`src/verilog/csr_pkg.sv`:
```
package csr_pkg;

    // Datapath and instruction id widths
    localparam int XLEN      = 32;
    localparam int INST_ID_W = 64;

    // Saved id after reset, so that a first id of 0 counts as new
    localparam logic [INST_ID_W-1:0] INST_ID_RESET = 64'hffff_0000_0000_0000;

    // Machine trap setup
    localparam logic [11:0] ADDR_MSTATUS  = 12'h300;
    localparam logic [11:0] ADDR_MISA     = 12'h301;
    localparam logic [11:0] ADDR_MIE      = 12'h304;
    localparam logic [11:0] ADDR_MTVEC    = 12'h305;

    // Machine trap handling
    localparam logic [11:0] ADDR_MSCRATCH = 12'h340;
    localparam logic [11:0] ADDR_MEPC     = 12'h341;
    localparam logic [11:0] ADDR_MCAUSE   = 12'h342;
    localparam logic [11:0] ADDR_MIP      = 12'h344;

    // Counters, machine and user views
    localparam logic [11:0] ADDR_MCYCLE   = 12'hb00;
    localparam logic [11:0] ADDR_MCYCLEH  = 12'hb80;
    localparam logic [11:0] ADDR_CYCLE    = 12'hc00;
    localparam logic [11:0] ADDR_CYCLEH   = 12'hc80;

    // Machine information
    localparam logic [11:0] ADDR_MHARTID  = 12'hf14;

    // MXL = 1 (32 bit), extensions I and U
    localparam logic [XLEN-1:0] MISA_VALUE = 32'h4010_0100;

    // Exception causes
    localparam logic [XLEN-1:0] CAUSE_ECALL_U = 32'd8;
    localparam logic [XLEN-1:0] CAUSE_ECALL_M = 32'd11;

    // Interrupt causes, bit 31 marks an interrupt
    localparam logic [XLEN-1:0] CAUSE_IRQ_MSI = 32'h8000_0003;
    localparam logic [XLEN-1:0] CAUSE_IRQ_MTI = 32'h8000_0007;
    localparam logic [XLEN-1:0] CAUSE_IRQ_MEI = 32'h8000_000b;

    // Field positions in mstatus
    localparam int MSTATUS_MIE_BIT  = 3;
    localparam int MSTATUS_MPIE_BIT = 7;
    localparam int MSTATUS_MPP_LSB  = 11;

    // Shared bit positions of mie and mip
    localparam int IRQ_MSI_BIT = 3;
    localparam int IRQ_MTI_BIT = 7;
    localparam int IRQ_MEI_BIT = 11;

    // mtvec mode field value for vectored interrupts
    localparam logic [1:0] MTVEC_VECTORED = 2'b01;

    typedef enum logic [1:0] {
        MODE_USER    = 2'b00,
        MODE_MACHINE = 2'b11
    } priv_mode_e;

    // Values above 3 are system commands
    typedef enum logic [2:0] {
        CMD_NONE  = 3'd0,
        CMD_WRITE = 3'd1,
        CMD_SET   = 3'd2,
        CMD_CLEAR = 3'd3,
        CMD_ECALL = 3'd4,
        CMD_MRET  = 3'd5
    } csr_cmd_e;

    typedef struct packed {
        logic [XLEN-1:0]      pc;
        csr_cmd_e             cmd;
        logic [11:0]          addr;
        logic [XLEN-1:0]      operand;
        logic [INST_ID_W-1:0] inst_id;
    } csr_req_t;

    // mie_en order is MEI, MSI, MTI from the top
    typedef struct packed {
        priv_mode_e      mode;
        logic            mstatus_mie;
        priv_mode_e      mstatus_mpp;
        logic [2:0]      mie_en;
        logic [XLEN-1:0] mtvec;
        logic [XLEN-1:0] mepc;
    } csr_state_t;

    typedef struct packed {
        logic meip;
        logic msip;
        logic mtip;
    } irq_pending_t;

    typedef struct packed {
        logic            take_trap;
        logic            take_mret;
        logic [XLEN-1:0] cause;
    } trap_action_t;

endpackage

```
`src/verilog/csr_file.sv`:
```
`timescale 1ns/100ps

module csr_file import csr_pkg::*; (
    input  logic         clk,
    input  logic         arst_n,
    input  csr_req_t     csr_req,
    input  logic         sw_commit,
    input  trap_action_t trap_action,
    input  irq_pending_t irq_pending,
    input  logic [63:0]  cycle_count,
    output logic [XLEN-1:0] csr_rdata,
    output csr_state_t   csr_state
);

    // Architectural state
    priv_mode_e      mode;
    logic            mstatus_mie;
    logic            mstatus_mpie;
    priv_mode_e      mstatus_mpp;
    logic [2:0]      mie_en;
    logic [XLEN-1:0] mtvec;
    logic [XLEN-1:0] mscratch;
    logic [XLEN-1:0] mepc;
    logic [XLEN-1:0] mcause;

    // Read path and write data
    logic [XLEN-1:0] rd_data;
    logic [XLEN-1:0] wdata;
    logic            can_access;
    logic            can_write;

    // Bits 9:8 give the lowest mode allowed, 11:10 = 3 marks read-only
    assign can_access = csr_req.addr[9:8] <= mode;
    assign can_write  = can_access && (csr_req.addr[11:10] != 2'b11);

    // Read multiplexer, unknown addresses read zero
    always_comb begin
        rd_data = '0;
        case (csr_req.addr)
            ADDR_MSTATUS: begin
                rd_data[MSTATUS_MIE_BIT]         = mstatus_mie;
                rd_data[MSTATUS_MPIE_BIT]        = mstatus_mpie;
                rd_data[MSTATUS_MPP_LSB +: 2]    = mstatus_mpp;
            end
            ADDR_MISA:     rd_data = MISA_VALUE;
            ADDR_MIE: begin
                rd_data[IRQ_MEI_BIT] = mie_en[2];
                rd_data[IRQ_MSI_BIT] = mie_en[1];
                rd_data[IRQ_MTI_BIT] = mie_en[0];
            end
            ADDR_MTVEC:    rd_data = mtvec;
            ADDR_MSCRATCH: rd_data = mscratch;
            ADDR_MEPC:     rd_data = mepc;
            ADDR_MCAUSE:   rd_data = mcause;
            ADDR_MIP: begin
                rd_data[IRQ_MEI_BIT] = irq_pending.meip;
                rd_data[IRQ_MSI_BIT] = irq_pending.msip;
                rd_data[IRQ_MTI_BIT] = irq_pending.mtip;
            end
            // Both counter views map onto the same 64-bit count
            ADDR_MCYCLE,
            ADDR_CYCLE:    rd_data = cycle_count[31:0];
            ADDR_MCYCLEH,
            ADDR_CYCLEH:   rd_data = cycle_count[63:32];
            // Single hart
            ADDR_MHARTID:  rd_data = '0;
            default:       rd_data = '0;
        endcase
    end

    // Denied access reads as zero, no trap
    assign csr_rdata = can_access ? rd_data : '0;

    // Read-modify-write value for the three software commands
    always_comb begin
        case (csr_req.cmd)
            CMD_WRITE: wdata = csr_req.operand;
            CMD_SET:   wdata = rd_data | csr_req.operand;
            CMD_CLEAR: wdata = rd_data & ~csr_req.operand;
            default:   wdata = rd_data;
        endcase
    end

    always_ff @(posedge clk or negedge arst_n) begin
        if (!arst_n) begin
            mode         <= MODE_MACHINE;
            mstatus_mie  <= 1'b0;
            mstatus_mpie <= 1'b0;
            mstatus_mpp  <= MODE_MACHINE;
            mie_en       <= '0;
            mtvec        <= '0;
            mscratch     <= '0;
            mepc         <= '0;
            mcause       <= '0;
        end else if (trap_action.take_trap) begin
            // Interrupt or ECALL, always handled in machine mode
            mcause       <= trap_action.cause;
            mepc         <= csr_req.pc;
            mstatus_mpie <= mstatus_mie;
            mstatus_mie  <= 1'b0;
            mstatus_mpp  <= mode;
            mode         <= MODE_MACHINE;
        end else if (trap_action.take_mret) begin
            mstatus_mie  <= mstatus_mpie;
            mstatus_mpie <= 1'b1;
            mode         <= mstatus_mpp;
            // Lowest supported mode
            mstatus_mpp  <= MODE_USER;
        end else if (sw_commit && can_write) begin
            case (csr_req.addr)
                ADDR_MSTATUS: begin
                    mstatus_mie  <= wdata[MSTATUS_MIE_BIT];
                    mstatus_mpie <= wdata[MSTATUS_MPIE_BIT];
                    // WARL, only user and machine are legal
                    mstatus_mpp  <= (wdata[MSTATUS_MPP_LSB +: 2] == 2'b11) ?
                                    MODE_MACHINE : MODE_USER;
                end
                ADDR_MIE: begin
                    mie_en <= {wdata[IRQ_MEI_BIT], wdata[IRQ_MSI_BIT], wdata[IRQ_MTI_BIT]};
                end
                ADDR_MTVEC:    mtvec    <= wdata;
                ADDR_MSCRATCH: mscratch <= wdata;
                // Instructions are word aligned
                ADDR_MEPC:     mepc     <= {wdata[XLEN-1:2], 2'b00};
                ADDR_MCAUSE:   mcause   <= wdata;
                // mip bits follow the sources, misa is fixed
                default: begin
                end
            endcase
        end
    end

    // State seen by the arbiter and the sequencer
    assign csr_state.mode        = mode;
    assign csr_state.mstatus_mie = mstatus_mie;
    assign csr_state.mstatus_mpp = mstatus_mpp;
    assign csr_state.mie_en      = mie_en;
    assign csr_state.mtvec       = mtvec;
    assign csr_state.mepc        = mepc;

endmodule

```
`src/verilog/csr_unit.sv`:
```
`timescale 1ns/100ps

module csr_unit import csr_pkg::*; (
    input  logic            clk,
    input  logic            arst_n,
    input  logic            csr_valid,
    input  csr_req_t        csr_req,
    input  logic [63:0]     cycle_count,
    input  logic [63:0]     mtime,
    input  logic [63:0]     mtimecmp,
    input  logic            irq_external,
    input  logic            irq_software,
    output logic [XLEN-1:0] csr_rdata,
    output logic            csr_stall,
    output logic            csr_trap,
    output logic [XLEN-1:0] trap_vector
);

    // Internal links between the three blocks
    csr_state_t      csr_state;
    irq_pending_t    irq_pending;
    logic            take_irq;
    logic [XLEN-1:0] irq_cause;
    logic            sw_commit;
    trap_action_t    trap_action;

    // Register storage and read path
    csr_file csr_file_i (
        .clk         (clk),
        .arst_n      (arst_n),
        .csr_req     (csr_req),
        .sw_commit   (sw_commit),
        .trap_action (trap_action),
        .irq_pending (irq_pending),
        .cycle_count (cycle_count),
        .csr_rdata   (csr_rdata),
        .csr_state   (csr_state)
    );

    // Interrupt sampling and priority
    irq_arbiter irq_arbiter_i (
        .clk          (clk),
        .arst_n       (arst_n),
        .irq_external (irq_external),
        .irq_software (irq_software),
        .mtime        (mtime),
        .mtimecmp     (mtimecmp),
        .csr_state    (csr_state),
        .irq_pending  (irq_pending),
        .take_irq     (take_irq),
        .irq_cause    (irq_cause)
    );

    // Stall, commit and redirect control
    trap_sequencer trap_sequencer_i (
        .clk         (clk),
        .arst_n      (arst_n),
        .csr_valid   (csr_valid),
        .csr_req     (csr_req),
        .csr_state   (csr_state),
        .take_irq    (take_irq),
        .irq_cause   (irq_cause),
        .csr_stall   (csr_stall),
        .sw_commit   (sw_commit),
        .trap_action (trap_action),
        .csr_trap    (csr_trap),
        .trap_vector (trap_vector)
    );

endmodule

```
`src/verilog/irq_arbiter.sv`:
```
`timescale 1ns/100ps

module irq_arbiter import csr_pkg::*; (
    input  logic            clk,
    input  logic            arst_n,
    input  logic            irq_external,
    input  logic            irq_software,
    input  logic [63:0]     mtime,
    input  logic [63:0]     mtimecmp,
    input  csr_state_t      csr_state,
    output irq_pending_t    irq_pending,
    output logic            take_irq,
    output logic [XLEN-1:0] irq_cause
);

    irq_pending_t pending_q;
    logic [2:0]   qualified;
    logic         global_en;

    // Sources sampled every cycle
    always_ff @(posedge clk or negedge arst_n) begin
        if (!arst_n) begin
            pending_q <= '0;
        end else begin
            pending_q.meip <= irq_external;
            pending_q.msip <= irq_software;
            // Timer fires once mtime reaches the compare value
            pending_q.mtip <= (mtime >= mtimecmp);
        end
    end

    assign irq_pending = pending_q;

    // User mode is always interruptible by machine interrupts
    assign global_en = (csr_state.mode == MODE_USER) || csr_state.mstatus_mie;

    // Pending and enabled, in MEI, MSI, MTI order
    assign qualified = {pending_q.meip, pending_q.msip, pending_q.mtip} & csr_state.mie_en;

    assign take_irq = global_en && (|qualified);

    // Fixed priority MEI > MSI > MTI
    always_comb begin
        if (qualified[2]) begin
            irq_cause = CAUSE_IRQ_MEI;
        end else if (qualified[1]) begin
            irq_cause = CAUSE_IRQ_MSI;
        end else if (qualified[0]) begin
            irq_cause = CAUSE_IRQ_MTI;
        end else begin
            irq_cause = '0;
        end
    end

endmodule

```
`src/verilog/trap_sequencer.sv`:
```
`timescale 1ns/100ps

module trap_sequencer import csr_pkg::*; (
    input  logic            clk,
    input  logic            arst_n,
    input  logic            csr_valid,
    input  csr_req_t        csr_req,
    input  csr_state_t      csr_state,
    input  logic            take_irq,
    input  logic [XLEN-1:0] irq_cause,
    output logic            csr_stall,
    output logic            sw_commit,
    output trap_action_t    trap_action,
    output logic            csr_trap,
    output logic [XLEN-1:0] trap_vector
);

    logic [INST_ID_W-1:0] saved_id;
    logic                 new_cycle;
    logic                 is_ecall;
    logic                 is_mret;
    logic                 is_sw_op;
    logic [XLEN-1:0]      ecall_cause;
    logic [XLEN-1:0]      mtvec_base;
    logic [XLEN-1:0]      irq_vector;
    logic [XLEN-1:0]      next_vector;
    logic                 redirect;

    // Id of the last request seen, repeats of it are ignored
    always_ff @(posedge clk or negedge arst_n) begin
        if (!arst_n) begin
            saved_id <= INST_ID_RESET;
        end else if (csr_valid) begin
            saved_id <= csr_req.inst_id;
        end
    end

    // First cycle of an instruction
    assign new_cycle = csr_valid && (csr_req.inst_id != saved_id);

    assign is_ecall = csr_req.cmd == CMD_ECALL;
    assign is_mret  = csr_req.cmd == CMD_MRET;
    assign is_sw_op = (csr_req.cmd == CMD_WRITE) || (csr_req.cmd == CMD_SET) ||
                      (csr_req.cmd == CMD_CLEAR);

    // Hold the pipeline for one cycle on any redirect
    assign csr_stall = new_cycle && (is_ecall || is_mret || take_irq);

    // Interrupt replaces the instruction, so it never commits
    assign sw_commit = new_cycle && !take_irq && is_sw_op;

    // Cause depends on the mode the call came from
    assign ecall_cause = (csr_state.mode == MODE_USER) ? CAUSE_ECALL_U : CAUSE_ECALL_M;

    always_comb begin
        trap_action.take_trap = new_cycle && (take_irq || is_ecall);
        trap_action.take_mret = new_cycle && !take_irq && is_mret;
        trap_action.cause     = take_irq ? irq_cause : ecall_cause;
    end

    assign redirect = trap_action.take_trap || trap_action.take_mret;

    // Base address with the mode bits masked off
    assign mtvec_base = {csr_state.mtvec[XLEN-1:2], 2'b00};

    // Vectored mode adds 4 x cause code, bit 31 drops out of the shift
    assign irq_vector = (csr_state.mtvec[1:0] == MTVEC_VECTORED) ?
                        mtvec_base + {irq_cause[XLEN-3:0], 2'b00} : mtvec_base;

    always_comb begin
        if (take_irq) begin
            next_vector = irq_vector;
        end else if (is_mret) begin
            next_vector = csr_state.mepc;
        end else begin
            // ECALL always lands on the base
            next_vector = mtvec_base;
        end
    end

    // One-cycle trap pulse after the stalled cycle
    always_ff @(posedge clk or negedge arst_n) begin
        if (!arst_n) begin
            csr_trap <= 1'b0;
        end else begin
            csr_trap <= redirect;
        end
    end

    // Vector lines up with the pulse
    always_ff @(posedge clk) begin
        if (redirect) begin
            trap_vector <= next_vector;
        end
    end

endmodule
```
`config.mk`:
```
export PLATFORM = sky130hd
export DESIGN_NAME = csr_unit
export DESIGN_NICKNAME = d
export VERILOG_FILES = /design/src/verilog/csr_pkg.sv /design/src/verilog/csr_file.sv /design/src/verilog/csr_unit.sv /design/src/verilog/irq_arbiter.sv /design/src/verilog/trap_sequencer.sv
export SDC_FILE = /design/constraint.sdc
export NUM_CORES = 1
export LEC_CHECK = 0
export ABC_AREA = 1
export BUFFER_PORTS_ARGS = -buffer_cell sky130_fd_sc_hd__buf_2
export CAP_MARGIN = 20
export CORE_ASPECT_RATIO = 2
export CORE_MARGIN = 2
export CORE_UTILIZATION = 45
export DETAILED_ROUTE_END_ITERATION = 8
export PLACE_DENSITY = 0.7
export REMOVE_ABC_BUFFERS = 1
export SLEW_MARGIN = 20
export SYNTH_ARGS = -nofsm -noshare
export SYNTH_HDL_FRONTEND = slang
export SYNTH_SLANG_ARGS = --single-unit
```
`constraint.sdc`:
```
create_clock -name clk -period 2.28 [get_ports clk]
set_input_delay 0.456 -clock clk [delete_from_list [all_inputs] [get_ports clk]]
set_output_delay 0.456 -clock clk [all_outputs]
set_load 0.03 [all_outputs]
```
Word-level counts from Yosys, hierarchy flattened
Cells that the tools add are included.
{"block": "op_classes", "addsub": 1, "n_bitwise": 6, "eq_ne": 22, "n_lt_le_gt_ge": 2, "muxes": 41, "reduce_logical": 33}
{"cell": "32-bit 2-to-1 mux", "count": 16}
{"cell": "19-bit one-hot mux with 7 select lines", "count": 1}
{"cell": "12-bit by 10-bit == test with 1-bit output (second input constant)", "count": 8}
{"cell": "32-bit one-hot mux with 3 select lines", "count": 1}
{"cell": "64-bit >= comparator", "count": 1}
{"cell": "64-bit inequality test", "count": 1}
{"cell": "12-bit == test (second input constant)", "count": 4}
{"cell": "3-bit one-hot mux with 6 select lines", "count": 2}
{"cell": "32-bit adder", "count": 1}
{"cell": "32-bit AND", "count": 1}
{"cell": "32-bit NOT", "count": 1}
{"cell": "32-bit OR", "count": 1}
{"cell": "1-bit one-hot mux with 9 select lines", "count": 3}
{"cell": "3-bit one-hot mux with 7 select lines", "count": 1}
{"cell": "2-bit 2-to-1 mux", "count": 8}
{"cell": "4-bit AND reduction", "count": 3}
{"cell": "1-bit logical AND", "count": 9}
{"cell": "1-bit 2-to-1 mux", "count": 8}
{"cell": "2-bit nonzero test", "count": 4}
{"cell": "1-bit logical OR", "count": 7}
{"cell": "1-bit one-hot mux with 7 select lines", "count": 1}
{"cell": "3-bit by 2-bit == test with 1-bit output (second input constant)", "count": 2}
{"cell": "3-bit == test (second input constant)", "count": 2}
{"cell": "3-bit AND reduction", "count": 2}
{"cell": "14 further kinds", "count": 17}
{"block": "word_totals", "output_inout_bits": 66, "ff_bits": 237, "input_bits": 340}

Logic depth before layout (Yosys ltp)
Gate-level depths: netlist of run 1.
{"block": "depth", "ltp_word": 11, "mapped_depth": 17, "depth_no_buf": 16}

Cells and area by module
A second synthesis of run 1 with hierarchy kept.
{"block": "unflattened", "hier_cells": 2563, "hier_area_um2": 18061.1}
{"module": "csr_file", "instances": 1, "seq_area_each_um2": 3433.3, "cells_per_inst": 1205, "area_each_um2": 8424.3}
{"module": "trap_sequencer", "instances": 1, "seq_area_each_um2": 2607.5, "cells_per_inst": 1033, "area_each_um2": 7573.5}
{"module": "irq_arbiter", "instances": 1, "seq_area_each_um2": 75.1, "cells_per_inst": 325, "area_each_um2": 2063.2}

Least setup slack after synthesis of run 1
OpenSTA, ideal clock, no wires.
{"block": "synth_path", "path_type": "reg2out", "startpoint": "reg csr_file_i.mode[1]", "endpoint": "out csr_rdata[21]", "setup_slack_ns": -0.212, "path_buffers": 2, "stages_incl_launch_ff": 9, "required_ns": 1.824, "arrival_ns": 2.036, "path_cell_list": "dfstp_2 inv_1 ha_1 nand2_1 a22o_1 inv_1 clkbuf_1 clkbuf_1 a21oi_1"}
{"block": "synth_between", "elab_chain_cells": 2}
{"element": "from (decl)", "line_no": "csr_file.sv:16", "text": "priv_mode_e mode;"}
{"element": "from (signal assigned)", "line_no": "csr_file.sv:106", "text": "mode <= mstatus_mpp;"}
{"element": "2-bit less-or-equal comparator", "line_no": "csr_file.sv:33", "text": "assign can_access = csr_req.addr[9:8] <= mode;"}
{"element": "32-bit 2-to-1 mux", "line_no": "csr_file.sv:72", "text": "assign csr_rdata = can_access ? rd_data : '0;"}
{"element": "to (decl)", "line_no": "csr_unit.sv:13", "text": "output logic [XLEN-1:0] csr_rdata,"}
Every way passes these cells.

Final worst setup path of run 1
{"block": "layout_path", "startpoint": "in csr_req[101] in the netlist's numbering", "endpoint": "out csr_rdata[30]"}
{"block": "layout_between", "elab_chain_cells": 4, "word_cells_on_any_way": 13}
{"element": "from (decl)", "line_no": "csr_unit.sv:7", "text": "input csr_req_t csr_req,"}
{"element": "12-bit == test", "line_no": "csr_file.sv:39", "text": "case (csr_req.addr)"}
{"element": "2-bit OR reduction", "line_no": "csr_file.sv:39"}
{"element": "19-bit one-hot mux with 7 select lines *", "line_no": "csr_file.sv:39"}
{"element": "32-bit 2-to-1 mux *", "line_no": "csr_file.sv:72"}
Every way passes the cells marked *; elsewhere a longest branch is shown, timed or not.

==> summary.md, run 1 <==
| Metric | Value |
|---|---|
| Status | `finished with violations` |
| Failing checks | `negative setup slack` |
| Total Routing Usage GR | `0.341` |
| Slowest stage delay, CP | `about 0.34 ns` |
| Min cycle time layout | `2.80 ns` |
| Maximum vdd drop | `~0.73 mV` |
| Starting Density | `0.456` |
| Synth cell types | `45` |
| Crit path cell chain | `buf_2 > nor2_2 > nand2_1 > nor2_1 > buf_4 > buf_4 > nand2_1 > nand2_1 > nor2_1 > a21oi_2 > buf_4` |
| MaxCap Viol Count | `0` |
| Synth area leaders | `dfrtp_1, nand2_1, inv_1, o21ai_0, edfxtp_1` |
| PwrDens | `a little under 500 nW/µm²` |
| R2R Setup Slk | `-0.48 ns` |
| Sequential Area | `~6100 µm²` |
| Post-route clock period utilization | `1.23` |
| Worst Max-Slew Pin Slew | `~0.56 ns` |
| Placer Congestion | `1.01` |
| R2r worst-path depth | `16` |
| Final hold slack | `0.0154 ns` |
| CTS Buf Count | `23` |
| DR pass1 iterations | `7` |
| Clock skew | `~0.027 ns` |
| Multi-input gate area | `approximately 10000 µm²` |
| HP Class | `primary input to flop` |
| Top_reg_cell synth | `dfrtp_1` |
| Top-count cell post-synth | `nand2_1` |
| Grt ovf | `0` |
| Crit path buffers/inverters | `4` |
| Clk slew on worst S/H paths | `approximately 0.070 ns` |
| Async S/R FF share, synth | `0.865` |
| Number of synthesized flops with an enable pin | `32` |
| Worst relative slew slack | `0.629` |
| Nets | `about 3400` |
| Row count | `98` |
| Vias in the first global route | `roughly 19000` |
| Hold Vio Cnt, Final | `0` |
| Syn Inst Count | `approximately 2400` |
| Critical path type | `primary input to primary output` |
| Hold Crit Depth | `1` |
| Number of vias per cell | `between 5 and 6` |
| Seq cells post-synth | `about 240` |
| H-tree levels | `1` |
| Placed instance area | `roughly 20000 µm²` |
| Sequential element share of the synthesized area | `0.374` |
| Diodes inserted | `0` |
| Setup violators final | `189` |
| Worst Slack Setup Final | `-0.523 ns` |
| Core area | `35800 µm²` |
| Final std cell area, no fill | `roughly 24000 µm²` |
| Filler Cell Count | `2981` |
| Post-route ant nets | `0` |
| Startpoint class of the critical path | `primary input` |
| Post-Route Utilization | `0.668` |
| Net Sw Power | `between 3000 and 4000 µW` |
| Routed len/inst | `roughly 21 µm` |
| Die area | `between 30000 and 40000 µm²` |
| Worst Setup End Kind | `primary output` |
| # IOs | `between 400 and 500` |
| Fin. max-slew vios | `0` |
| Cell taking the most area after synthesis | `dfrtp_1` |
| Die W | `139 µm` |
| Residual DRC | `0` |
| Post-Route WL | `72.8 mm` |
| Root Buffer | `clkbuf_16` |
| Worst skew pair latency | `0.56 ns` |
| Worst Min Path Start | `irq_software` |
| Clock Power Share | `0.348` |
| Largest net degree at the start of global routing | `69` |
| Reg power frac | `0.432` |
| Yosys warnings | `0` |
| Initial antenna violation count | `1` |
| Pwr Total | `11600 µW` |
| Leak | `roughly 0.012 µW` |
| Synth top area share | `0.283` |
| Iter 0 DRT Violations | `approximately 1400` |
| DP Wirelength | `49.1 mm` |
| Largest delay share family, worst path | `simple AND/OR/NAND/NOR gates` |
| R2R Path End | `csr_file_i.mscratch[4]` |
| Netlist Area Pre-Place | `16300 µm²` |
| Crit path DAT | `2.35 ns` |
| First-pass GRT wire length | `about 100 mm` |
| RSZ-0062 raised after global routing | `yes` |
| Worst r2r src | `csr_file_i.mode[1]` |
| Sw frac | `0.312` |
| FMAX | `357 MHz` |
| Critical path peak fanout | `5` |
| WP data required | `1.82 ns` |
| Combinational share of power | `0.220` |
| CTS tree | `yes` |
| Mean Syn Cell Area | `6.74 µm²` |
| WHS Endpoint | `irq_arbiter_i.irq_pending[1]` |
| Area delta synth->final | `46.5%` |
| Layout cells sized above 1 | `0.357` |
| Top post-synthesis cells by count | `nand2_1, inv_1, o21ai_0` |
| Internal power | `approximately 8000 µW` |
| Critical path's slowest cell | `nand2_1` |
| Vias | `approximately 20000` |
| IO Port Bufs | `405` |
| # clock sinks | `~240` |
| CTS max path bufs | `3` |
| Die height | `between 200 and 300 µm` |
[worst max path at each step]
| stage | from | endpoint | cells after the start |
|---|---|---|---|
| 4_1_cts | csr_file_i.mode[1] | csr_rdata[15] | 8 |
| 2_1_floorplan | csr_req[109] | trap_sequencer_i.trap_vector[0] | 7 |
| 3_3_place_gp | csr_req[101] | csr_rdata[11] | 13 |
| 6_report | csr_req[101] | csr_rdata[30] | 11 |
| 5_1_grt | csr_req[101] | csr_rdata[30] | 11 |
| 3_5_place_dp | csr_req[101] | csr_rdata[11] | 13 |
[registers in the layout (all words and copies together) (netlist names)]
name	count
csr_file_i.mtvec	32
trap_sequencer_i.trap_vector	32
csr_file_i.mstatus_mpp	2
csr_file_i.mscratch	32
csr_file_i.mstatus_mpie	1
irq_arbiter_i.irq_pending	3
csr_file_i.mstatus_mie	1
trap_sequencer_i.csr_trap	1
csr_file_i.mcause	32
csr_file_i.mie_en	3
csr_file_i.mepc	32
csr_file_i.mode	2
trap_sequencer_i.saved_id	64
[layout by cell type (no fill, tap or decap), types with 51 or more instances in the layout]
cell / n
o21ai_2: 61
buf_4: 165
inv_1: 285
nand2_4: 54
ha_1: 65
nor2_1: 131
o21ai_1: 51
nand3_1: 89
o21ai_0: 141
a21oi_1: 74
nand2_1: 783
buf_2: 370
dfrtp_1: 185
nand2_2: 126
[final cells by class]
type / instances / area share
well taps: 450 / 0.0235
clock buffers: 29 / 0.0267
multi-input cells: 1788 / 0.422
inverters: 308 / 0.0495
clock inverters: 13 / 0.00528
flip-flops and latches: 237 / 0.256
repair buffers: 658 / 0.218
[power by group through the flow]
stage	Clock [µW]	Sequential (µW)	Combinational [µW]
after floorplan	0	4970	1000
after global placement	0	4990	2010
after detailed placement	0	5010	2080
after CTS	4020	4950	2380
after global routing	4190	5030	2780
final	4030	5010	2540
[cell families after synthesis]
logic type      after synthesis  synth area share
xor+xnor                     33            0.0177
mux                          19            0.0131
compound gates              390             0.126
buf+inv                     398             0.101
flops                       237             0.374
fa+ha+maj                    71            0.0548
simple gates               1275             0.313
[stage by stage]
step	setup slack, ns	TNS (ns)	instances
2_1_floorplan	-1.50	-129.81	2333
3_3_place_gp	-0.423	-40.62	3371
3_5_place_dp	-0.442	-46.55	3371
4_1_cts	-0.492	-41.94	3452
5_1_grt	-0.616	-81.88	3483
6_report	-0.523	-64.71	3483
[layer usage]
| layer | global-route usage | routed length [µm] | up-vias |
|---|---|---|---|
| met5 | 0 | 0 | - |
| met4 | 0.253 | 7950 | 0 |
| met3 | 0.0513 | 6320 | 477 |
| met2 | 0.662 | 36900 | 1256 |
| met1 | 0.318 | 21700 | 8914 |
| li1 | - | - | 8868 |
[repair_timing]
item	CTS	global route
hold buffers	1	0
resized for setup	235	392
setup buffers	26	34
hold endpoints to repair	42	0
cloned	14	17
pin swaps	49	95
endpoints found under the setup margin	206	193
No activity file was read; power rests on OpenSTA's default activity.
==> inputs of run 2 (changes only) <==
--- a/config.mk
+++ b/config.mk
@@ -11,6 +11,7 @@
 export CORE_ASPECT_RATIO = 2
 export CORE_MARGIN = 2
 export CORE_UTILIZATION = 45
+export CTS_BUF_LIST = sky130_fd_sc_hd__clkbuf_16
 export DETAILED_ROUTE_END_ITERATION = 8
 export PLACE_DENSITY = 0.7
 export REMOVE_ABC_BUFFERS = 1
==> summary.md, run 2 (same netlist as run 1, synthesis figures left out) <==
| Metric | Value |
|---|---|
| WP data required | `2.74 ns (+0.92 ns)` |
| Setup violators final | `188 (-0.53%)` |
| Post-route clock period utilization | `1.23 (+0.00281)` |
| Post-route ant nets | `0 (unchanged)` |
| Pwr Total | `11400 µW (-1.6%)` |
| Fin. max-slew vios | `0 (unchanged)` |
| Worst relative slew slack | `0.633 (+0.00449)` |
| Largest Register | `trap_sequencer_i.saved_id` |
| Hold Crit Depth | `1 (unchanged)` |
| First-pass GRT wire length | `100 mm (-0.21%)` |
| Starting Density | `0.456 (unchanged)` |
| Clock Power Share | `0.340 (-0.008)` |
| MaxCap Viol Count | `0 (unchanged)` |
| Leak | `0.0124 µW (-0.23%)` |
| Initial antenna violation count | `0 (-1)` |
| Filler Cell Count | `2971 (-0.34%)` |
| FMAX | `356 MHz (-0.23%)` |
| CTS tree | `yes` |
| Clk slew on worst S/H paths | `0.07 ns (about the same)` |
| DP Wirelength | `49.1 mm (unchanged)` |
| Root Buffer | `clkbuf_16` |
| Most frequent cells in the layout | `nand2_1, buf_2, inv_1, dfrtp_1, buf_4` |
| Post-Route Utilization | `0.668 (-0.000699)` |
| PwrDens | `476 nW/µm² (-1.5%)` |
| Die height | `274 µm (unchanged)` |
| Area delta synth->final | `46.3%` |
| Worst r2r src | `trap_sequencer_i.saved_id[50]` |
| Internal power | `7810 µW (-2.0%)` |
| R2r worst-path depth | `20 (+4)` |
| H-tree levels | `1 (unchanged)` |
| Layout cells sized above 1 | `0.354 (-0.00322)` |
| CTS Buf Count | `23 (unchanged)` |
| Core area | `35800 µm² (unchanged)` |
| Largest net degree at the start of global routing | `69 (unchanged)` |
| Sw frac | `0.314 (+0.00238)` |
| Placer Congestion | `1.01 (unchanged)` |
| Vias | `19456 (-0.30%)` |
| Final hold slack | `0.0160 ns (+0.000662 ns)` |
| Failing checks | `negative setup slack` |
| Critical path peak fanout | `7 (+2)` |
| Die W | `139 µm (unchanged)` |
| Max reg flops | `64 (unchanged)` |
| CTS max path bufs | `3 (unchanged)` |
| Routed len/inst | `21.0 µm (+0.44%)` |
| Worst Min Path Start | `irq_software` |
| R2R Path End | `csr_file_i.mcause[11]` |
| Min cycle time layout | `2.81 ns (+0.00642 ns)` |
| HP Class | `primary input to flop` |
| Iter 0 DRT Violations | `1500 (+8.1%)` |
| Worst Max-Slew Pin Slew | `0.550 ns (-0.00673 ns)` |
| DR pass1 iterations | `6 (-1)` |
| Diodes inserted | `0 (unchanged)` |
| DP Worst Slack | `-0.442 ns (unchanged)` |
| Reg power frac | `0.438 (+0.006)` |
| Clock skew | `0.0285 ns (+0.00125 ns)` |
| Row count | `98 (unchanged)` |
| Net Sw Power | `3580 µW (-0.90%)` |
| Most common cell after layout, fill and taps aside | `nand2_1` |
| RSZ-0062 raised after global routing | `yes` |
| Grt ovf | `0 (unchanged)` |
| Die area | `37900 µm² (unchanged)` |
| Setup tns final | `-70.21 ns (-5.51 ns)` |
| # IOs | `406 (unchanged)` |
| Worst skew pair latency | `0.56 ns (about the same)` |
| Critical path type | `flop to flop` |
| Combinational share of power | `0.222 (+0.002)` |
| Crit path DAT | `3.27 ns (+0.92 ns)` |
| Total Routing Usage GR | `0.341 (-0.000744)` |
| Hold Vio Cnt, Final | `0 (unchanged)` |
| Number of vias per cell | `5.58 (-0.45%)` |
| Residual DRC | `0 (unchanged)` |
| Status | `finished with violations` |
| Post-Route WL | `73.3 mm (+0.58%)` |
| Maximum vdd drop | `0.732 mV (+0.21%)` |
| Worst Setup End Kind | `flop` |
| WHS Endpoint | `irq_arbiter_i.irq_pending[1]` |
| Worst Slack Setup Final | `-0.529 ns (-0.00642 ns)` |
| R2R Setup Slk | `-0.53 ns (-0.05 ns)` |
| Nets | `3432 (+0.15%)` |
| Vias in the first global route | `19113 (-0.19%)` |
| IO Port Bufs | `405 (unchanged)` |
| # clock sinks | `237 (unchanged)` |
| Startpoint class of the critical path | `flop` |
==> run 2: how the worst max path moves through the flow <==
stage	slack (ns)	endpoint	cells after the start	from
3_3_place_gp	-0.42	csr_rdata[11]	13	csr_req[101]
5_1_grt	-0.63	csr_file_i.mcause[11]	20	trap_sequencer_i.saved_id[55]
4_1_cts	-0.49	csr_rdata[15]	8	csr_file_i.mode[1]
2_1_floorplan	-1.50	trap_sequencer_i.trap_vector[0]	7	csr_req[109]
6_report	-0.53	csr_file_i.mcause[11]	20	trap_sequencer_i.saved_id[50]
3_5_place_dp	-0.44	csr_rdata[11]	13	csr_req[101]
==> run 2: worst max-delay path: stages, from the launching register on <==
cell and delay (ns):
dfstp_2 0.53, inv_1 0.05, nand2_1 0.06, nand2_1 0.05, nor2_1 0.13, nand2_1 0.10, nor2_2 0.12, nand2_2 0.07
nor2_4 0.18, nand2_4 0.11, buf_6 0.15, buf_6 0.11, buf_6 0.11, nand3_4 0.07, buf_12 0.17, nand2_8 0.09
nand2_8 0.13, buf_12 0.17, buf_12 0.16, nand2_2 0.06, o21ai_1 0.07
==> run 2: metrics by stage <==
| step | cell area (µm²) | cells |
|---|---|---|
| floorplan | 15800 | 2333 |
| global placement | 20100 | 3371 |
| detailed placement | 20100 | 3371 |
| CTS | 22300 | 3452 |
| global route | 23900 | 3488 |
| finish | 23900 | 3488 |
==> run 2: layout make-up <==
| type | count | area (µm²) | share of cell area |
|---|---|---|---|
| clock buffer | 23 | 576 | 0.0241 |
| clock inverter | 19 | 149 | 0.00623 |
| inverter | 308 | 1180 | 0.0496 |
| multi-input combinational | 1788 | 10100 | 0.421 |
| sequential | 237 | 6120 | 0.256 |
| tap | 450 | 563 | 0.0236 |
| timing repair buffer | 663 | 5270 | 0.220 |
==> run 2: metal layers <==
layer	vias up	global-route usage	routed length, µm
met2	1226	0.660	37000
li1	8874	-	-
met4	0	0.253	8070
met5	-	0	0
met1	8879	0.319	21900
met3	477	0.0507	6210
==> run 2: timing repair <==
action / CTS / global route
resized for setup: 237 / 373
hold endpoints to repair: 42 / 0
buffers inserted: 26 / 35
pin swaps: 49 / 84
gates cloned: 14 / 18
hold buffers: 1 / 0
endpoints found under the setup margin: 209 / 193
==> run 2: power by group through the flow <==
| stage | Combinational (µW) | Clock (µW) | Sequential (µW) |
|---|---|---|---|
| after global placement | 2010 | 0 | 4990 |
| after global routing | 2770 | 4040 | 5020 |
| after floorplan | 1000 | 0 | 4970 |
| final | 2530 | 3870 | 4980 |
| after CTS | 2380 | 3870 | 4950 |
| after detailed placement | 2080 | 0 | 5010 |
==> inputs of run 3 (changes only) <==
--- a/config.mk
+++ b/config.mk
@@ -10,10 +10,10 @@
 export CAP_MARGIN = 20
 export CORE_ASPECT_RATIO = 2
 export CORE_MARGIN = 2
-export CORE_UTILIZATION = 45
+export CORE_UTILIZATION = 40
 export CTS_BUF_LIST = sky130_fd_sc_hd__clkbuf_16
 export DETAILED_ROUTE_END_ITERATION = 8
-export PLACE_DENSITY = 0.7
+export PLACE_DENSITY = 0.63
 export REMOVE_ABC_BUFFERS = 1
 export SLEW_MARGIN = 20
 export SYNTH_ARGS = -nofsm -noshare
==> summary.md, run 3 (same netlist as run 1, synthesis figures left out) <==
| Metric | Value |
|---|---|
| Status | `finished with violations` |
| Failing checks | `negative setup slack` |
| Row count | `104 (+6.1%)` |
| DR pass1 iterations | `8 (+2)` |
| Area delta synth->final | `49.4%` |
| Grt ovf | `0 (unchanged)` |
| Post-Route Utilization | `0.605 (-0.0626)` |
| Crit path cell chain | `inv_2 > ha_4 > nand2_2 > a22o_4 > inv_6 > buf_12 > buf_12 > a21oi_4 > buf_6` |
| Worst Slack Setup Final | `-0.463 ns (+0.0663 ns)` |
| Critical path type | `flop to primary output` |
| Crit path DAT | `2.29 ns (-0.98 ns)` |
| Final hold slack | `0.0313 ns (+0.0153 ns)` |
| Clock Power Share | `0.329 (-0.011)` |
| Worst r2r src | `csr_file_i.mode[1]` |
| Met3 Use GR | `0.0470 (-0.00372)` |
| Routed len/inst | `20.7 µm (-1.5%)` |
| Worst relative slew slack | `0.318 (-0.315)` |
| Multi-input gate area | `10100 µm² (+0.36%)` |
| Post-route clock period utilization | `1.20 (-0.0291)` |
| Die W | `147 µm (+5.9%)` |
| Die height | `290 µm (+6.0%)` |
| Worst Max-Slew Pin Slew | `1.02 ns (+0.465 ns)` |
| Placer Congestion | `0.940 (-6.7%)` |
| Hold Crit Depth | `1 (unchanged)` |
| GRT met1 Usage | `0.290 (-0.0295)` |
| Most frequent cells in the layout | `nand2_1, buf_2, inv_1, dfrtp_1, buf_4` |
| Setup tns final | `-47.17 ns (+23.05 ns)` |
| R2R Setup Slk | `-0.37 ns (+0.16 ns)` |
| CTS tree | `yes` |
| Most common cell after layout, fill and taps aside | `nand2_1` |
| Die area | `42600 µm² (+12%)` |
| Cell mode on critical path | `buf_12` |
| Clock skew | `0.0224 ns (-0.00606 ns)` |
| Nets | `3460 (+0.82%)` |
| Worst setup startpoint | `csr_file_i.mode[1]` |
| Crit path buffers/inverters | `5 (-2)` |
| Startpoint class of the critical path | `flop` |
| Hold Vio Cnt, Final | `0 (unchanged)` |
| Largest delay share family, worst path | `buffers and inverters` |
| IO Port Bufs | `405 (unchanged)` |
| # IOs | `406 (unchanged)` |
| Reg power frac | `0.440 (+0.002)` |
| Post-Layout Cell Count | `3596 (+3.1%)` |
| Largest Register | `trap_sequencer_i.saved_id` |
| Slowest stage delay, CP | `0.54 ns (about the same)` |
| WP data required | `1.82 ns (-0.92 ns)` |
| RSZ-0062 raised after global routing | `yes` |
| H-tree levels | `1 (unchanged)` |
| Largest net degree at the start of global routing | `110 (+59%)` |
| Critical path peak fanout | `7 (unchanged)` |
| Starting Density | `0.405 (-0.0513)` |
| WHS Endpoint | `irq_arbiter_i.irq_pending[1]` |
| R2R Path End | `csr_file_i.mepc[7]` |
| Post-route ant nets | `0 (unchanged)` |
| Leak | `0.0128 µW (+3.1%)` |
| # placed instances | `3472 (+3.0%)` |
| CTS Buf Count | `23 (unchanged)` |
| Combinational share of power | `0.231 (+0.009)` |
| Total Routing Usage GR | `0.311 (-0.0298)` |
| Sequential Area | `6120 µm² (unchanged)` |
| Critical path's slowest cell | `dfstp_2` |
| Net Sw Power | `3530 µW (-1.3%)` |
| Worst Min Path Start | `irq_software` |
| Worst skew pair latency | `0.55 ns (about the same)` |
| Number of vias per cell | `5.32 (-4.6%)` |
| Max reg flops | `64 (unchanged)` |
| First-pass GRT wire length | `101 mm (+1.3%)` |
| Core area | `40300 µm² (+13%)` |
| Clk slew on worst S/H paths | `0.07 ns (about the same)` |
| Maximum vdd drop | `0.446 mV (-39%)` |
| Met2 Use GR | `0.590 (-0.0694)` |
| Sw frac | `0.313 (-0.00123)` |
| CTS max path bufs | `3 (unchanged)` |
| HP Class | `primary input to flop` |
| Initial antenna violation count | `2 (+2)` |
| Residual DRC | `0 (unchanged)` |
| Iter 0 DRT Violations | `1134 (-24%)` |
| Vias | `19133 (-1.7%)` |
| DP Wirelength | `51.0 mm (+4.0%)` |
| Root Buffer | `clkbuf_16` |
| Vias in the first global route | `18677 (-2.3%)` |
| FMAX | `365 MHz (+2.4%)` |
| Most Used Layer, Global Route | `met2` |
| Filler Cell Count | `3579 (+20%)` |
| Layout cells sized above 1 | `0.362 (+0.00797)` |
| R2r worst-path depth | `14 (-30%)` |
| # clock sinks | `237 (unchanged)` |
| MaxCap Viol Count | `0 (unchanged)` |
| Fin. max-slew vios | `0 (unchanged)` |
| Post-Route WL | `74.4 mm (+1.6%)` |
| Worst Setup End Kind | `primary output` |
| Setup violators final | `187 (-0.53%)` |
| Min cycle time layout | `2.74 ns (-0.0663 ns)` |
| DP Worst Slack | `-0.429 ns (+0.0129 ns)` |
| PwrDens | `462 nW/µm² (-3.0%)` |
| Internal power | `7750 µW (-0.76%)` |
[run 3: changes by cell type in the layout (fill, tap and decap cells not counted), sizes merged]
cell	change
clkinvlp	-2
diode	+1
bufinv	-1
inv	+3
clkbuf	+1
buf	+26
[run 3: what timing repair did]
action | CTS | global route
hold endpoints to repair | 36 | 0
hold buffers | 1 | 0
setup endpoints to repair | 223 | 228
setup buffers | 28 | 32
gates cloned | 15 | 21
pin swaps | 49 | 98
resized for setup | 257 | 383
[run 3: worst register-to-register path: cells and delay by family, from the launching register on]
family,cells,cell delay (ns)
buf+inv,6,0.87
compound gates,2,0.60
simple gates,5,0.37
flops,1,0.54
fa+ha+maj,1,0.22
[run 3: layer usage]
metal	part of all wire	vias to the layer above
li1	-	8936
met1	0.30	8814
met3	0.072	393
met5	0.00039	-
met4	0.11	4
met2	0.52	986
[run 3: metrics by stage]
stage / total power (µW) / area [µm²]
2_1_floorplan: 5970 / 15800
3_3_place_gp: 7070 / 20500
3_5_place_dp: 7150 / 20500
4_1_cts: 11100 / 22600
5_1_grt: 11700 / 24400
6_report: 11300 / 24400
[run 3: cell type report]
type                       count  share of cell area
multi-input combinational   1788               0.413
sequential                   237               0.251
timing repair buffer         690               0.230
inverter                     308              0.0499
tap                          530              0.0272
clock buffer                  23              0.0236
clock inverter                18             0.00441
timing repair inverter         1            0.000666
antenna                        1            0.000103
[run 3: power groups by stage]
stage / Combinational [µW] / Sequential, µW / Clock (µW)
2_1_floorplan: 1000 / 4970 / 0
3_3_place_gp: 2090 / 4980 / 0
3_5_place_dp: 2150 / 5000 / 0
4_1_cts: 2410 / 4930 / 3740
5_1_grt: 2830 / 5000 / 3880
6_report: 2600 / 4960 / 3720
[run 3: worst max-delay path by stage]
| stage | end | slack (ns) | cells after the start |
|---|---|---|---|
| finish | csr_rdata[28] | -0.46 | 9 |
| global route | csr_rdata[17] | -0.48 | 9 |
| CTS | csr_rdata[18] | -0.50 | 10 |
| detailed placement | csr_rdata[26] | -0.43 | 15 |
| global placement | csr_rdata[26] | -0.43 | 15 |
| floorplan | trap_sequencer_i.trap_vector[0] | -1.50 | 7 |
